## config.mk

```make
export PLATFORM = sky130hd
export DESIGN_NAME = st_source_top
export DESIGN_NICKNAME = d
export VERILOG_FILES = /design/src/st_source_pkg.sv /design/src/st_source_top.sv /design/src/st_bus_driver.sv /design/src/st_entry_fifo.sv /design/src/st_cmd_writer.sv
export SDC_FILE = /design/constraint.sdc
export NUM_CORES = 1
export LEC_CHECK = 0
export ABC_AREA = 1
export BUFFER_PORTS_ARGS = -buffer_cell sky130_fd_sc_hd__buf_2
export CORE_UTILIZATION = 45
export DETAILED_ROUTE_END_ITERATION = 6
export PLACE_DENSITY = 0.59
export SYNTH_ARGS = -nofsm -noshare
export SYNTH_HDL_FRONTEND = slang
export SYNTH_SLANG_ARGS = --single-unit
```

## constraint.sdc

```tcl
create_clock -name clk -period 4.3 [get_ports clk]
set_clock_uncertainty 0.2 [all_clocks]
set_input_delay 0 -clock clk [delete_from_list [all_inputs] [get_ports clk]]
set_output_delay 0 -clock clk [all_outputs]
set_load 0.1 [all_outputs]
```

## src/st_source_pkg.sv

```systemverilog
/*
 * Shared constants and the queue word for the streaming packet source.
 * Every RTL file refers to these by scoped name, st_source_pkg::name.
 * A stored entry is one kind bit on top of an st_entry_u word.
 */
package st_source_pkg;

   // ----------------------------------------
   // bus and queue sizing
   // ----------------------------------------
   localparam int data_w            = 32;
   localparam int idle_w            = 8;
   localparam int beat_w            = data_w + 2;
   localparam int idle_pad_w        = beat_w - idle_w;

   // cycles from ready seen to valid allowed
   localparam int ready_latency     = 2;
   // length of the ready delay chain, upper bound for ready_latency
   localparam int max_ready_latency = 8;

   localparam int fifo_depth        = 16;
   localparam int fifo_addr_w       = 4;
   localparam int fifo_count_w      = 5;
   localparam int level_high        = 12;
   localparam int level_low         = 2;

   // back-pressure reporting
   localparam int resp_w            = 16;
   localparam int timeout_cycles    = 100;

   // ----------------------------------------
   // queue word
   // ----------------------------------------
   typedef struct packed {
      logic [data_w-1:0] data;
      logic              sop;
      logic              eop;
   } st_beat_t;

   // one word, two readings: a beat or an idle run
   typedef union packed {
      st_beat_t beat;
      struct packed {
         logic [idle_pad_w-1:0] pad;
         logic [idle_w-1:0]     count;
      } idle;
   } st_entry_u;

   // msb is the kind bit, 1 for beat and 0 for idle run
   localparam int entry_w = $bits(st_entry_u) + 1;

endpackage
```

## src/st_source_top.sv

```systemverilog
/*
 * Streaming packet source top level.
 * Push side feeds the command writer, the entry fifo decouples it from
 * the bus driver, and the driver runs the valid/ready source bus.
 */
`timescale 1ns/1ps

module st_source_top (
   input  logic                                clk,
   input  logic                                reset,
   input  logic                                push,
   input  logic [st_source_pkg::data_w-1:0]    push_data,
   input  logic                                push_sop,
   input  logic                                push_eop,
   input  logic [st_source_pkg::idle_w-1:0]    push_idles,
   input  logic                                src_ready,
   output logic                                busy,
   output logic                                overflow,
   output logic                                src_valid,
   output logic [st_source_pkg::data_w-1:0]    src_data,
   output logic                                src_sop,
   output logic                                src_eop,
   output logic                                resp_valid,
   output logic [st_source_pkg::resp_w-1:0]    resp_latency,
   output logic                                complete,
   output logic                                timeout,
   output logic                                level_high_flag,
   output logic                                level_low_flag
);

   // ----------------------------------------
   // writer to fifo
   // ----------------------------------------
   logic                               wr_en;
   logic [st_source_pkg::entry_w-1:0]  wr_entry;
   logic                               full;

   // fifo to driver
   logic                               rd_en;
   logic [st_source_pkg::entry_w-1:0]  rd_entry;
   logic                               empty;

   st_cmd_writer st_cmd_writer_inst (
      .clk        (clk),
      .reset      (reset),
      .push       (push),
      .push_data  (push_data),
      .push_sop   (push_sop),
      .push_eop   (push_eop),
      .push_idles (push_idles),
      .full       (full),
      .busy       (busy),
      .overflow   (overflow),
      .wr_en      (wr_en),
      .wr_entry   (wr_entry)
   );

   st_entry_fifo st_entry_fifo_inst (
      .clk             (clk),
      .reset           (reset),
      .wr_en           (wr_en),
      .wr_entry        (wr_entry),
      .rd_en           (rd_en),
      .rd_entry        (rd_entry),
      .empty           (empty),
      .full            (full),
      .level_high_flag (level_high_flag),
      .level_low_flag  (level_low_flag)
   );

   // bus side
   st_bus_driver st_bus_driver_inst (
      .clk          (clk),
      .reset        (reset),
      .rd_entry     (rd_entry),
      .empty        (empty),
      .src_ready    (src_ready),
      .rd_en        (rd_en),
      .src_valid    (src_valid),
      .src_data     (src_data),
      .src_sop      (src_sop),
      .src_eop      (src_eop),
      .resp_valid   (resp_valid),
      .resp_latency (resp_latency),
      .complete     (complete),
      .timeout      (timeout)
   );

endmodule

```

## src/st_bus_driver.sv

```systemverilog
/*
 * Consumer side of the packet source.
 * Pops entries from the fifo, counts down idle runs, and plays beats
 * onto the valid/ready bus with the package ready latency.
 * Reports back-pressure per beat on resp_valid/resp_latency.
 */
`timescale 1ns/1ps

module st_bus_driver (
   input  logic                                clk,
   input  logic                                reset,
   input  logic [st_source_pkg::entry_w-1:0]   rd_entry,
   input  logic                                empty,
   input  logic                                src_ready,
   output logic                                rd_en,
   output logic                                src_valid,
   output logic [st_source_pkg::data_w-1:0]    src_data,
   output logic                                src_sop,
   output logic                                src_eop,
   output logic                                resp_valid,
   output logic [st_source_pkg::resp_w-1:0]    resp_latency,
   output logic                                complete,
   output logic                                timeout
);

   st_source_pkg::st_entry_u                      head;
   logic                                          head_is_beat;
   st_source_pkg::st_entry_u                      beat_word;
   logic                                          beat_pending;
   logic [st_source_pkg::idle_w-1:0]              idle_cnt;
   logic                                          idle_done;
   logic [st_source_pkg::max_ready_latency-1:0]   ready_dly;
   logic                                          ready_q;
   logic                                          beat_active;
   logic                                          xfer;
   logic                                          slot_free;
   logic [st_source_pkg::resp_w-1:0]              bp_cnt;

   // ----------------------------------------
   // ready delay chain
   // ----------------------------------------
   // ready_dly[k] holds src_ready from k+1 cycles back
   always_ff @(posedge clk or posedge reset) begin
      if (reset) begin
         ready_dly <= '0;
      end else begin
         ready_dly <= {ready_dly[st_source_pkg::max_ready_latency-2:0], src_ready};
      end
   end

   generate
      if (st_source_pkg::ready_latency == 0) begin : g_rl_zero
         assign ready_q = src_ready;
      end else begin : g_rl_delayed
         assign ready_q = ready_dly[st_source_pkg::ready_latency-1];

         // valid only where ready was seen ready_latency cycles earlier
         a_valid_qualified : assert property (
            @(posedge clk) disable iff (reset)
            src_valid |-> $past(src_ready, st_source_pkg::ready_latency));
      end
   endgenerate

   // ----------------------------------------
   // beat issue
   // ----------------------------------------
   assign idle_done   = (idle_cnt == '0);
   assign beat_active = beat_pending & idle_done;

   // at latency 0 valid waits for ready, otherwise valid only on a
   // qualified cycle, so every valid cycle transfers
   assign src_valid = beat_active & ((st_source_pkg::ready_latency == 0) | ready_q);
   assign xfer      = beat_active & ready_q;

   // idle outputs are driven to zero
   assign src_data  = src_valid ? beat_word.beat.data : '0;
   assign src_sop   = src_valid & beat_word.beat.sop;
   assign src_eop   = src_valid & beat_word.beat.eop;

   // ----------------------------------------
   // fifo pop
   // ----------------------------------------
   assign head         = rd_entry[st_source_pkg::entry_w-2:0];
   assign head_is_beat = rd_entry[st_source_pkg::entry_w-1];

   // slot opens once the held beat leaves the bus
   assign slot_free = ~beat_pending | xfer;

   // a beat may load while its idle run still counts down,
   // a new idle run only after the previous one is done
   assign rd_en = ~empty & slot_free & (head_is_beat | idle_done);

   always_ff @(posedge clk or posedge reset) begin
      if (reset) begin
         beat_pending <= 1'b0;
         idle_cnt     <= '0;
      end else begin
         if (rd_en && head_is_beat) begin
            beat_pending <= 1'b1;
         end else if (xfer) begin
            beat_pending <= 1'b0;
         end

         if (rd_en && !head_is_beat) begin
            idle_cnt <= head.idle.count;
         end else if (!idle_done) begin
            idle_cnt <= idle_cnt - 1'b1;
         end
      end
   end

   // pending beat payload
   always_ff @(posedge clk) begin
      if (rd_en && head_is_beat) begin
         beat_word <= head;
      end
   end

   // ----------------------------------------
   // back-pressure accounting
   // ----------------------------------------
   always_ff @(posedge clk or posedge reset) begin
      if (reset) begin
         bp_cnt       <= '0;
         resp_valid   <= 1'b0;
         resp_latency <= '0;
         timeout      <= 1'b0;
      end else begin
         if (rd_en && head_is_beat) begin
            bp_cnt <= '0;
         end else if (beat_active && !ready_q && (bp_cnt != '1)) begin
            // saturate rather than wrap
            bp_cnt <= bp_cnt + 1'b1;
         end

         // response one cycle after the transfer
         resp_valid <= xfer;
         if (xfer) begin
            resp_latency <= bp_cnt;
         end

         if (bp_cnt >= st_source_pkg::resp_w'(st_source_pkg::timeout_cycles)) begin
            timeout <= 1'b1;
         end
      end
   end

   // nothing queued, nothing held, no idle run left
   assign complete = empty & ~beat_pending & idle_done;

   // a stalled beat at latency 0 stays put on the bus
   a_hold_stable : assert property (
      @(posedge clk) disable iff (reset)
      (st_source_pkg::ready_latency == 0 && src_valid && !src_ready) |=>
         (src_valid && $stable(src_data) && $stable(src_sop) && $stable(src_eop)));

endmodule

```

## src/st_entry_fifo.sv

```systemverilog
/*
 * Entry queue between the command writer and the bus driver.
 * Circular buffer, first-word-fall-through on the read side, so the
 * head entry is always on rd_entry while empty is low.
 * Level flags come straight from the registered occupancy count.
 */
`timescale 1ns/1ps

module st_entry_fifo (
   input  logic                                clk,
   input  logic                                reset,
   input  logic                                wr_en,
   input  logic [st_source_pkg::entry_w-1:0]   wr_entry,
   input  logic                                rd_en,
   output logic [st_source_pkg::entry_w-1:0]   rd_entry,
   output logic                                empty,
   output logic                                full,
   output logic                                level_high_flag,
   output logic                                level_low_flag
);

   logic [st_source_pkg::entry_w-1:0]       mem [st_source_pkg::fifo_depth];
   logic [st_source_pkg::fifo_addr_w-1:0]   wr_ptr;
   logic [st_source_pkg::fifo_addr_w-1:0]   rd_ptr;
   logic [st_source_pkg::fifo_count_w-1:0]  count;

   // ----------------------------------------
   // storage
   // ----------------------------------------
   always_ff @(posedge clk) begin
      if (wr_en) begin
         mem[wr_ptr] <= wr_entry;
      end
   end

   // head of queue, no read latency
   assign rd_entry = mem[rd_ptr];

   // ----------------------------------------
   // pointers and occupancy
   // ----------------------------------------
   always_ff @(posedge clk or posedge reset) begin
      if (reset) begin
         wr_ptr <= '0;
         rd_ptr <= '0;
         count  <= '0;
      end else begin
         // depth is a power of two, pointers wrap on their own
         if (wr_en) begin
            wr_ptr <= wr_ptr + 1'b1;
         end
         if (rd_en) begin
            rd_ptr <= rd_ptr + 1'b1;
         end
         // read and write together leave the count alone
         case ({wr_en, rd_en})
            2'b10:   count <= count + 1'b1;
            2'b01:   count <= count - 1'b1;
            default: count <= count;
         endcase
      end
   end

   // ----------------------------------------
   // status
   // ----------------------------------------
   assign empty = (count == '0);
   assign full  = (count == st_source_pkg::fifo_count_w'(st_source_pkg::fifo_depth));

   // thresholds, inclusive at both ends
   assign level_high_flag =
      (count >= st_source_pkg::fifo_count_w'(st_source_pkg::level_high));
   assign level_low_flag  =
      (count <= st_source_pkg::fifo_count_w'(st_source_pkg::level_low));

   // writer and driver must respect the status flags
   a_no_write_full : assert property (
      @(posedge clk) disable iff (reset) wr_en |-> !full);

   a_no_read_empty : assert property (
      @(posedge clk) disable iff (reset) rd_en |-> !empty);

endmodule

```

## src/st_cmd_writer.sv

```systemverilog
/*
 * Producer side of the packet source.
 * Takes one push per cycle and writes an idle-run entry (when the push
 * asks for idles) followed by the beat entry into the entry fifo.
 * busy tells the pusher to hold off; a push during busy is dropped.
 */
`timescale 1ns/1ps

module st_cmd_writer (
   input  logic                                clk,
   input  logic                                reset,
   input  logic                                push,
   input  logic [st_source_pkg::data_w-1:0]    push_data,
   input  logic                                push_sop,
   input  logic                                push_eop,
   input  logic [st_source_pkg::idle_w-1:0]    push_idles,
   input  logic                                full,
   output logic                                busy,
   output logic                                overflow,
   output logic                                wr_en,
   output logic [st_source_pkg::entry_w-1:0]   wr_entry
);

   // one-entry stage holding the last accepted push
   logic                              stg_valid;
   // idle-run entry still owed before the beat
   logic                              stg_idle;
   logic [st_source_pkg::idle_w-1:0]  stg_idles;
   st_source_pkg::st_entry_u          stg_word;
   st_source_pkg::st_entry_u          out_word;
   logic                              accept;

   // ----------------------------------------
   // flow control
   // ----------------------------------------
   // busy while the fifo is full or the idle entry goes out first
   assign busy   = full | (stg_valid & stg_idle);
   assign accept = push & ~busy;

   // the stage drains whenever the fifo has room
   assign wr_en  = stg_valid & ~full;

   always_ff @(posedge clk or posedge reset) begin
      if (reset) begin
         stg_valid <= 1'b0;
         stg_idle  <= 1'b0;
         overflow  <= 1'b0;
      end else begin
         // sticky on any refused push
         if (push && busy) begin
            overflow <= 1'b1;
         end
         if (accept) begin
            stg_valid <= 1'b1;
            stg_idle  <= (push_idles != '0);
         end else if (wr_en) begin
            // idle entry gone so the beat follows next cycle
            if (stg_idle) begin
               stg_idle <= 1'b0;
            end else begin
               stg_valid <= 1'b0;
            end
         end
      end
   end

   // payload capture
   always_ff @(posedge clk) begin
      if (accept) begin
         stg_word.beat.data <= push_data;
         stg_word.beat.sop  <= push_sop;
         stg_word.beat.eop  <= push_eop;
         stg_idles          <= push_idles;
      end
   end

   // ----------------------------------------
   // entry build
   // ----------------------------------------
   always_comb begin
      out_word = stg_word;
      if (stg_idle) begin
         out_word            = '0;
         out_word.idle.count = stg_idles;
      end
   end

   assign wr_entry = {~stg_idle, out_word};

endmodule

```

==> results.yml <==
run_status:
  status: "finished, violations left"
  violations: "negative hold slack"
clocking:
  clkSinkCount: 697
  clk_latency_ns: 0.62
  cts-buffers-inserted: 74
  cts.reportedPaths.clkPinSlew_ns: 0.06
  cts_tree: "built"
  cts_setup_buffers: 0
  clockBufferDepth: 3
  cts-root-buf: "clkbuf_16"
  ctsHtreeMaxLevel: 3
logic_synthesis:
  synth.avg_cell_area_um2: 12.1
  ys_types: 36
  synth_xor_area_frac: 0.00527
  synth.area.mux_share: 0
  synth-simple-area-share: 0.130
  synth_top_area_cell: "edfxtp_1"
  synth_nets: 2403
  synth_top_cells_by_area: "edfxtp_1, nand2_1, dfrtp_1, nor2_1, o21ai_0"
  ys_async_sr_fraction: 0.0875
  seq_area_frac_synth: 0.730
  syn_area_um2: 28200
  synth-adder-area-share: 0.00647
  ys_ff_latch: 697
  synth_top_family_by_area: "simple AND/OR/NAND/NOR gates"
  synthCells: 2343
  ys_warn_count: 0
  synth_flop_cell: "edfxtp_1"
  synth_edf_count: 636
  synth_compound_area_frac: 0.0820
  synth_top_area_frac: 0.676
cells_and_area:
  drive_above_1_share: 0.115
  synthToLayoutAreaGrowth_pct: 17.0
  diodes: 0
  nFillCells: 5218
  fin_nets: 2589
  final_core_util: 0.534
place:
  dpl.hpwl_um: 37900
  gp_congestion: 0.811
  port_buffers: 103
die:
  fp.dieW_um: 253
  io_pins: 104
  core_region_area_um2: 61800
  row_count: 91
  initial_utilization: 0.457
  die_h_um: 253
  dieArea_um2: 63800
sta:
  fin_crit_sh: 0.860
  max_freq_mhz: 270
  hold_ws_ns: -0.0142
  fin_crit_ns: 3.70
  relSlewSlack: 0.231
  finalSetupTns_ns: 0
  hold_viol: 19
  slew_violations: 0
  rsz0062_at_grt: "false"
  finalSetupViolCount: 0
  worstMarginPinSlew_ns: 1.15
setup_path:
  critPathMostFrequentCell: "nand2_1"
  start_kind: "flip-flop"
  crit_path_end_kind: "flip-flop"
  cp.arrival_ns: 3.98
  cp.required_ns: 4.58
  critical-path-slowest-cell: "dfrtp_4"
  crit_type: "flip-flop to flip-flop"
  worst_path_largest_cell_delay_ns: 0.71
  cp_max_fo: 40
  crit_chain: "buf_4 -> nand2_1 -> nand2_1 -> nor2_1 -> nor2_1 -> nand2_1 -> nand3_1 -> nand2_1 -> inv_1 -> ha_1 -> inv_1 -> fa_1 -> or2_2 -> nand2_1 -> a21oi_1 -> xor2_1 -> nand2_1 -> o21ai_0"
detailed_routing:
  wl_per_cell_um: 20.7
  viasPerCell: 5.35
  drt_iter0_markers: 1506
  ant_nets: 0
  wl_um: 70900
  drt_pass1_iterations: 5
  vias: 18300
  drc_errors: 0
min_path:
  worstHoldPathType: "primary input to async pin"
global_routing:
  grtUsageTotal: 0.224
  grt_pass1_wl_um: 107000
  grt_pass1_vias: 17800
  antenna_found_initial: 0
  grt_max_degree: 205
  overflow: 0
power_and_ir_drop:
  power_density_nw_per_um2: 667
  ir_worst_vdd_mv: 0.466
  power_leakage_nw: 12.3
job:
  cap_violations: 0
## final cells by class
cell class | count | area (um^2) | share of cell area
sequential | 697 | 20600 | 0.625
multi-input combinational | 1350 | 6430 | 0.195
clock buffer | 95 | 2040 | 0.0619
timing repair buffer | 232 | 1870 | 0.0566
tap | 837 | 1050 | 0.0317
inverter | 174 | 658 | 0.0199
clock inverter | 38 | 350 | 0.0106
## worst paths after layout
check | startpoint | endpoint | slack, ns | depth (start not counted)
max | st_entry_fifo_inst.rd_ptr[0] | st_entry_fifo_inst.count[4] | 0.60 | 18
min | reset | st_entry_fifo_inst.count[2] | -0.01 | 4
max reg2reg | st_entry_fifo_inst.rd_ptr[0] | st_entry_fifo_inst.count[4] | 0.60 | 18
min reg2reg | st_bus_driver_inst.ready_dly[0] | st_bus_driver_inst.ready_dly[1] | 0.16 | 0
max in group asynchronous | reset | st_entry_fifo_inst.rd_ptr[0] | 3.31 | 4
min in group clk | push | st_cmd_writer_inst.stg_valid | 0.03 | 4
## through the flow
stage | power, mW | hold slack (ns) | area [um^2] | std cells | setup WS, ns
2_1_floorplan | 13.8 | -0.169 | 28200 | 2343 | 0.132
5_1_grt | 23.1 | 0.0855 | 33000 | 3423 | 0.302
3_3_place_gp | 15.7 | -0.0697 | 29700 | 3201 | 0.696
3_5_place_dp | 15.8 | -0.0880 | 29700 | 3201 | 0.614
6_report | 22.0 | -0.0142 | 33000 | 3423 | 0.603
4_1_cts | 22.2 | 0.0142 | 33000 | 3423 | 0.603
## Yosys cell counts, types with 3 or more instances
library cell  count
o2111ai_1        19
o21ai_1          38
ha_1             13
buf_1             9
nor2_2            5
or2_2             4
a21oi_1          96
o221ai_1         12
o22ai_1          16
inv_2             5
o211ai_1         41
nor4_1            3
o31ai_1           6
dfrtp_1          61
o21ai_0         179
inv_1           168
buf_4            23
xor2_1           15
nand4_1           7
clkbuf_1         38
nand2_1         412
buf_2            44
nor3_1           11
buf_6             8
nand3_1         129
edfxtp_1        636
nor2_1          335
## logic make-up (layout without fill, tap and decap cells)
group	Yosys count	count (layout)
AOI/OAI and AO/OA	409	409
xor gates and xnor gates	17	17
adders and majority gates	14	14
buffers and inverters	296	539
DFF	697	697
and+or+nand+nor	910	910
## timing repair
| item | 4_1_cts | 5_1_grt |
|---|---|---|
| hold buffers | 89 | 0 |
| endpoints found under the hold margin | 123 | 0 |
| gates resized for setup | 0 | 0 |
## state kept, by name, summed over array words and instances (netlist names)
name,cells
st_bus_driver_inst.beat_pending,1
st_bus_driver_inst.beat_word,34
st_bus_driver_inst.bp_cnt,16
st_bus_driver_inst.idle_cnt,8
st_bus_driver_inst.ready_dly,2
st_bus_driver_inst.resp_latency,16
st_bus_driver_inst.resp_valid,1
st_bus_driver_inst.timeout,1
st_cmd_writer_inst.overflow,1
st_cmd_writer_inst.stg_idle,1
st_cmd_writer_inst.stg_idles,8
st_cmd_writer_inst.stg_valid,1
st_cmd_writer_inst.stg_word,34
st_entry_fifo_inst.count,5
st_entry_fifo_inst.mem,560
st_entry_fifo_inst.rd_ptr,4
st_entry_fifo_inst.wr_ptr,4
## report_power, final
part	internal (mW)	switching, mW	total [mW]
combinational	1.50	4.66	6.16
clock	3.67	2.60	6.27
sequential	9.23	0.374	9.60
total	14.4	7.63	22.0
## critical path, delay by kind of cell (launching register included)
| kind | cells | cell delay [ns] |
|---|---|---|
| buffers and inverters | 3 | 0.57 |
| xor gates and xnor gates | 1 | 0.14 |
| AOI/OAI and AO/OA | 2 | 0.14 |
| and+or+nand+nor | 10 | 1.18 |
| DFF | 1 | 0.71 |
| adders and majority gates | 2 | 0.62 |
## routing by layer
layer | routed length (um) | part of all wire | GRT usage
met5 | 0 | 0 | 0
met4 | 1510 | 0.021 | 0.0729
met1 | 30600 | 0.43 | 0.299
met2 | 34800 | 0.49 | 0.379
met3 | 4000 | 0.056 | 0.0313
## placed cells by master (no fill, tap or decap), types with 4 or more instances in the layout
master,synthesis,layout
a21oi_1,96,96
buf_12,0,13
buf_2,44,103
buf_4,23,27
bufinv_16,0,5
clkbuf_1,38,12
clkbuf_16,0,76
clkbuf_8,0,7
clkinv_1,1,11
clkinv_2,0,14
clkinvlp_4,0,4
dfrtp_1,61,56
dfrtp_2,0,4
dlygate4sd3_1,0,89
edfxtp_1,636,636
ha_1,13,13
inv_1,168,164
inv_2,5,8
inv_6,0,4
nand2_1,412,411
nand3_1,129,129
nand4_1,7,7
nor2_1,335,319
nor2_2,5,5
nor2_4,1,17
nor3_1,11,11
o2111ai_1,19,19
o211ai_1,41,41
o21ai_0,179,179
o21ai_1,38,38
o221ai_1,12,12
o22ai_1,16,16
o31ai_1,6,6
or2_2,4,4
xor2_1,15,15
(Power assumes the default switching activity.)
